**src/lsc_pkg.sv**
```systemverilog
package lsc_pkg;

    localparam int SIMD_DEGREE = 4;   // lanes per beat
    localparam int LANE_W      = 32;
    localparam int KEEP_W      = 16;  // 4 bytes per lane

    typedef logic [15:0] coef_t;      // zero-extended to LANE_W when used

    typedef enum logic [1:0] {
        COL_PASS = 2'd0,
        COL_MACC = 2'd1,              // in * coef + bias
        COL_ADD  = 2'd2               // in + bias, code 3 falls back to pass
    } col_op_e;

    typedef struct packed {
        logic [SIMD_DEGREE-1:0][LANE_W-1:0] data;
        logic [SIMD_DEGREE-1:0]             lane_mask;  // lane fully kept
        logic                               last;
    } beat_t;

    typedef enum logic {
        CFG_OP   = 1'b0,
        CFG_LOAD = 1'b1
    } cfg_kind_e;

    // kind sits at bit 31 in both readings
    typedef struct packed {
        cfg_kind_e   kind;
        logic [1:0]  col;
        col_op_e     op;
        logic [26:0] pad;
    } cfg_op_t;

    typedef struct packed {
        cfg_kind_e   kind;
        logic [1:0]  col;
        logic [1:0]  lane;
        logic        target;          // 0 coef, 1 bias
        coef_t       value;
        logic [9:0]  pad;
    } cfg_load_t;

    typedef union packed {
        cfg_op_t   op_w;
        cfg_load_t load_w;
    } cfg_word_t;

    typedef struct packed {
        logic       op_we;
        col_op_e    op;
        logic       reg_we;
        logic [1:0] col;
        logic [1:0] lane;
        logic       target;
        coef_t      value;
    } col_wr_t;

endpackage

```
**src/cfg_decoder.sv**
```systemverilog
module cfg_decoder import lsc_pkg::*; #(
    parameter int NUM_COL = 3
) (
    input  logic      i_cfg_valid,
    input  cfg_word_t i_cfg,
    input  logic      i_running,
    output col_wr_t   o_wr
);

    logic accept;
    logic col_ok;

    // words while running are dropped, as are words for missing columns
    assign col_ok = (int'(i_cfg.op_w.col) < NUM_COL);
    assign accept = i_cfg_valid && !i_running && col_ok;

    always_comb begin
        o_wr = '0;
        if (i_cfg.op_w.kind == CFG_OP) begin
            o_wr.op_we = accept;
            o_wr.op    = i_cfg.op_w.op;
            o_wr.col   = i_cfg.op_w.col;
        end else begin
            // lane register load
            o_wr.reg_we = accept;
            o_wr.col    = i_cfg.load_w.col;
            o_wr.lane   = i_cfg.load_w.lane;
            o_wr.target = i_cfg.load_w.target;
            o_wr.value  = i_cfg.load_w.value;
        end
    end

endmodule

```
**config.mk**
```make
export PLATFORM = sky130hd
export DESIGN_NAME = cfg_decoder
export DESIGN_NICKNAME = d
export VERILOG_FILES = /design/src/lsc_pkg.sv /design/src/cfg_decoder.sv
export SDC_FILE = /design/constraint.sdc
export NUM_CORES = 1
export LEC_CHECK = 0
export BUFFER_PORTS_ARGS = -buffer_cell sky130_fd_sc_hd__buf_4
export CAP_MARGIN = 0
export CORE_AREA = 2 2 39 41
export DETAILED_ROUTE_END_ITERATION = 10
export DIE_AREA = 0 0 41 43
export PLACE_DENSITY = 0.69
export SETUP_SLACK_MARGIN = 0.02
export SLEW_MARGIN = 30
export SYNTH_ARGS = -nofsm -noshare
export SYNTH_HDL_FRONTEND = slang
export SYNTH_SLANG_ARGS = --single-unit
```
**constraint.sdc**
```tcl
create_clock -name vclk -period 0.8
set_clock_uncertainty 0.05 [all_clocks]
set_input_delay 0.04 -clock vclk [all_inputs]
set_output_delay 0.04 -clock vclk [all_outputs]
set_load 0.005 [all_outputs]
```
==> metrics.md <==
| Metric | Value |
|---|---|
| I/O pin count | `between 50 and 60` |
| Placed insts | `89` |
| Netlist cell types | `8` |
| Final hold vios | `0` |
| Worst hold path type | `in2out` |
| Wirelength per Cell | `9.47 um` |
| Clk pwr share | `0%` |
| FMAX | `roughly 1.4 GHz` |
| RSZ-0062 raised after global routing | `no` |
| Most frequent cell after synthesis | `and2_1` |
| Mapped Area | `roughly 200 sq um` |
| Finished Cell Area | `547 sq um` |
| Via count | `between 300 and 400` |
| Leak Pwr | `~0.31 nW` |
| Die area | `approximately 0.0018 sq mm` |
| Largest area contributor in the netlist | `and2_1` |
| Final Cycle Share | `between 80% and 90%` |
| Flop pwr share | `0%` |
| Core Area | `about 0.0014 sq mm` |
| Crit path required time | `approximately 0.71 ns` |
| Resize count post-CTS | `0` |
| Max-cap violations | `0` |
| Minimum clock period | `between 0.6 and 0.7 ns` |
| Avg Cell Area, Syn | `7.02 sq um` |
| Drt total wl | `843 um` |
| Initial antenna violation count | `0` |
| ANT nets after route | `0` |
| Antenna cells | `0` |
| Int Power | `about 0.18 mW` |
| Gate power share | `100.0%` |
| Setup total negative slack | `0 ns` |
| PD cells | `452 mW/mm^2` |
| Crit start category | `input port` |
| Max-slew violation count | `0` |
| Worst slew pin tran | `approximately 0.16 ns` |
| Synth-to-layout area growth | `178%` |
| Post-CTS Setup Inserts | `0` |
| Crit path capture type | `output pin` |
| Layout clock buffers | `0` |
| Layout filler cell count | `around 160` |
| CTS Hold Bufs | `0` |
| Fin nets | `roughly 110` |
| Sequential Area | `0 sq um` |
| Switching Power | `roughly 0.070 mW` |
| First-pass detailed-route iteration total | `1` |
| Vias in the first global route | `between 200 and 300` |
| Cell Rows | `14` |
| Worst EP arrival | `0.61 ns` |
| Post-DP Area | `about 550 sq um` |
| Peak VDD IR | `approximately 0.00013 V` |
| Largest net degree at the start of global routing | `24` |
| DRC | `0` |
| Grt ovf | `0` |
| Mapped Cells | `28` |
| Iter 0 DRT Violations | `0` |
| Hold depth | `2` |
| Sw Share | `~28%` |
| Chip height | `between 40 and 50 um` |
| Rel. slew slack | `89.6%` |
| Synth top area share | `60.5%` |
| Synthesis Warnings | `0` |
| Final hold slack | `approximately 0.21 ns` |
| IO buf count | `between 40 and 50` |
| GPL Wtd Cong | `0.505` |
| Post-synth top cells | `and2_1, buf_4, buf_6` |
| FFs & Latches | `0` |
| Post-synthesis net count | `62` |
| Crit Path Class | `in2out` |
| Min-delay src | `i_cfg[29]` |
| Fin cells | `just under 90` |
| Register area share after synthesis | `0%` |
| Power, Total | `about 0.25 mW` |
| Initial Util | `around 14%` |
| Vias/cell | `about 3.9` |
| Hold path endpoint | `o_wr[19]` |
| Setup violators final | `0` |
| Share of layout cells above drive strength 1 | `roughly 70%` |
| Worst-path maximum fanout | `23` |
| Status | `complete, no violations` |
| First-pass GRT wire length | `~1100 um` |
| Die X | `between 40 and 50 um` |
| Synth area leaders | `and2_1, buf_6, buf_4, and4bb_2, and4b_1` |
| GRT Util Overall | `under 10%` |
layer usage:
metal / global-route usage, % / wire [um] / vias to the layer above
met4: 0 / 0 / 0
li1: - / - / 175
met2: 18.1 / 454 / 28
met3: 0.524 / 148 / 0
met5: 0 / 0 / -
met1: 7.91 / 240 / 140
worst max-delay path: stages:
cell	delay (ns)
buf_4	0.17
and4bb_2	0.29
buf_4	0.10
cell type report:
type                            instances  area, sq um  area share, %
Timing Repair Buffer                   49          368           67.3
Tap cell                               16         20.0           3.66
Multi-Input combinational cell         24          159           29.1
through the flow:
stage               setup slack, ns  utilization (%)
floorplan                     0.396                -
global placement              0.100             39.5
detailed placement            0.104             39.5
CTS                           0.102             39.5
global route                 0.0733             39.5
finish                        0.104             39.5
cells by family after synthesis:
group	synth area share, %
simple gates	80.9
buf+inv	19.1
power by group through the flow:
| stage | Combinational (mW) | Clock (mW) | Sequential, mW |
|---|---|---|---|
| 6_report | 0.247 | 0 | 0 |
| 3_5_place_dp | 0.251 | 0 | 0 |
| 2_1_floorplan | 0.0796 | 0 | 0 |
| 4_1_cts | 0.251 | 0 | 0 |
| 3_3_place_gp | 0.247 | 0 | 0 |
| 5_1_grt | 0.272 | 0 | 0 |
worst max-delay path by stage:
| stage | from | to | slack, ns | cells past startpoint |
|---|---|---|---|---|
| final | i_cfg[31] | o_wr[24] | 0.10 | 3 |
| after CTS | i_cfg[31] | o_wr[24] | 0.10 | 3 |
| after floorplan | i_running | o_wr[24] | 0.40 | 1 |
| after detailed placement | i_cfg[31] | o_wr[24] | 0.10 | 3 |
| after global routing | i_cfg[31] | o_wr[24] | 0.07 | 3 |
| after global placement | i_cfg[31] | o_wr[24] | 0.10 | 3 |
placed cells by master, fill, tap and decap left out, drive strengths merged:
| cell type | Yosys | routed |
|---|---|---|
| buf | 4 | 49 |
| and2 | 19 | 19 |
| nor2b | 1 | 1 |
| and2b | 1 | 1 |
| nand2 | 1 | 1 |
| and4b | 1 | 1 |
| and4bb | 1 | 1 |
Power figures use the tool's default switching activity.
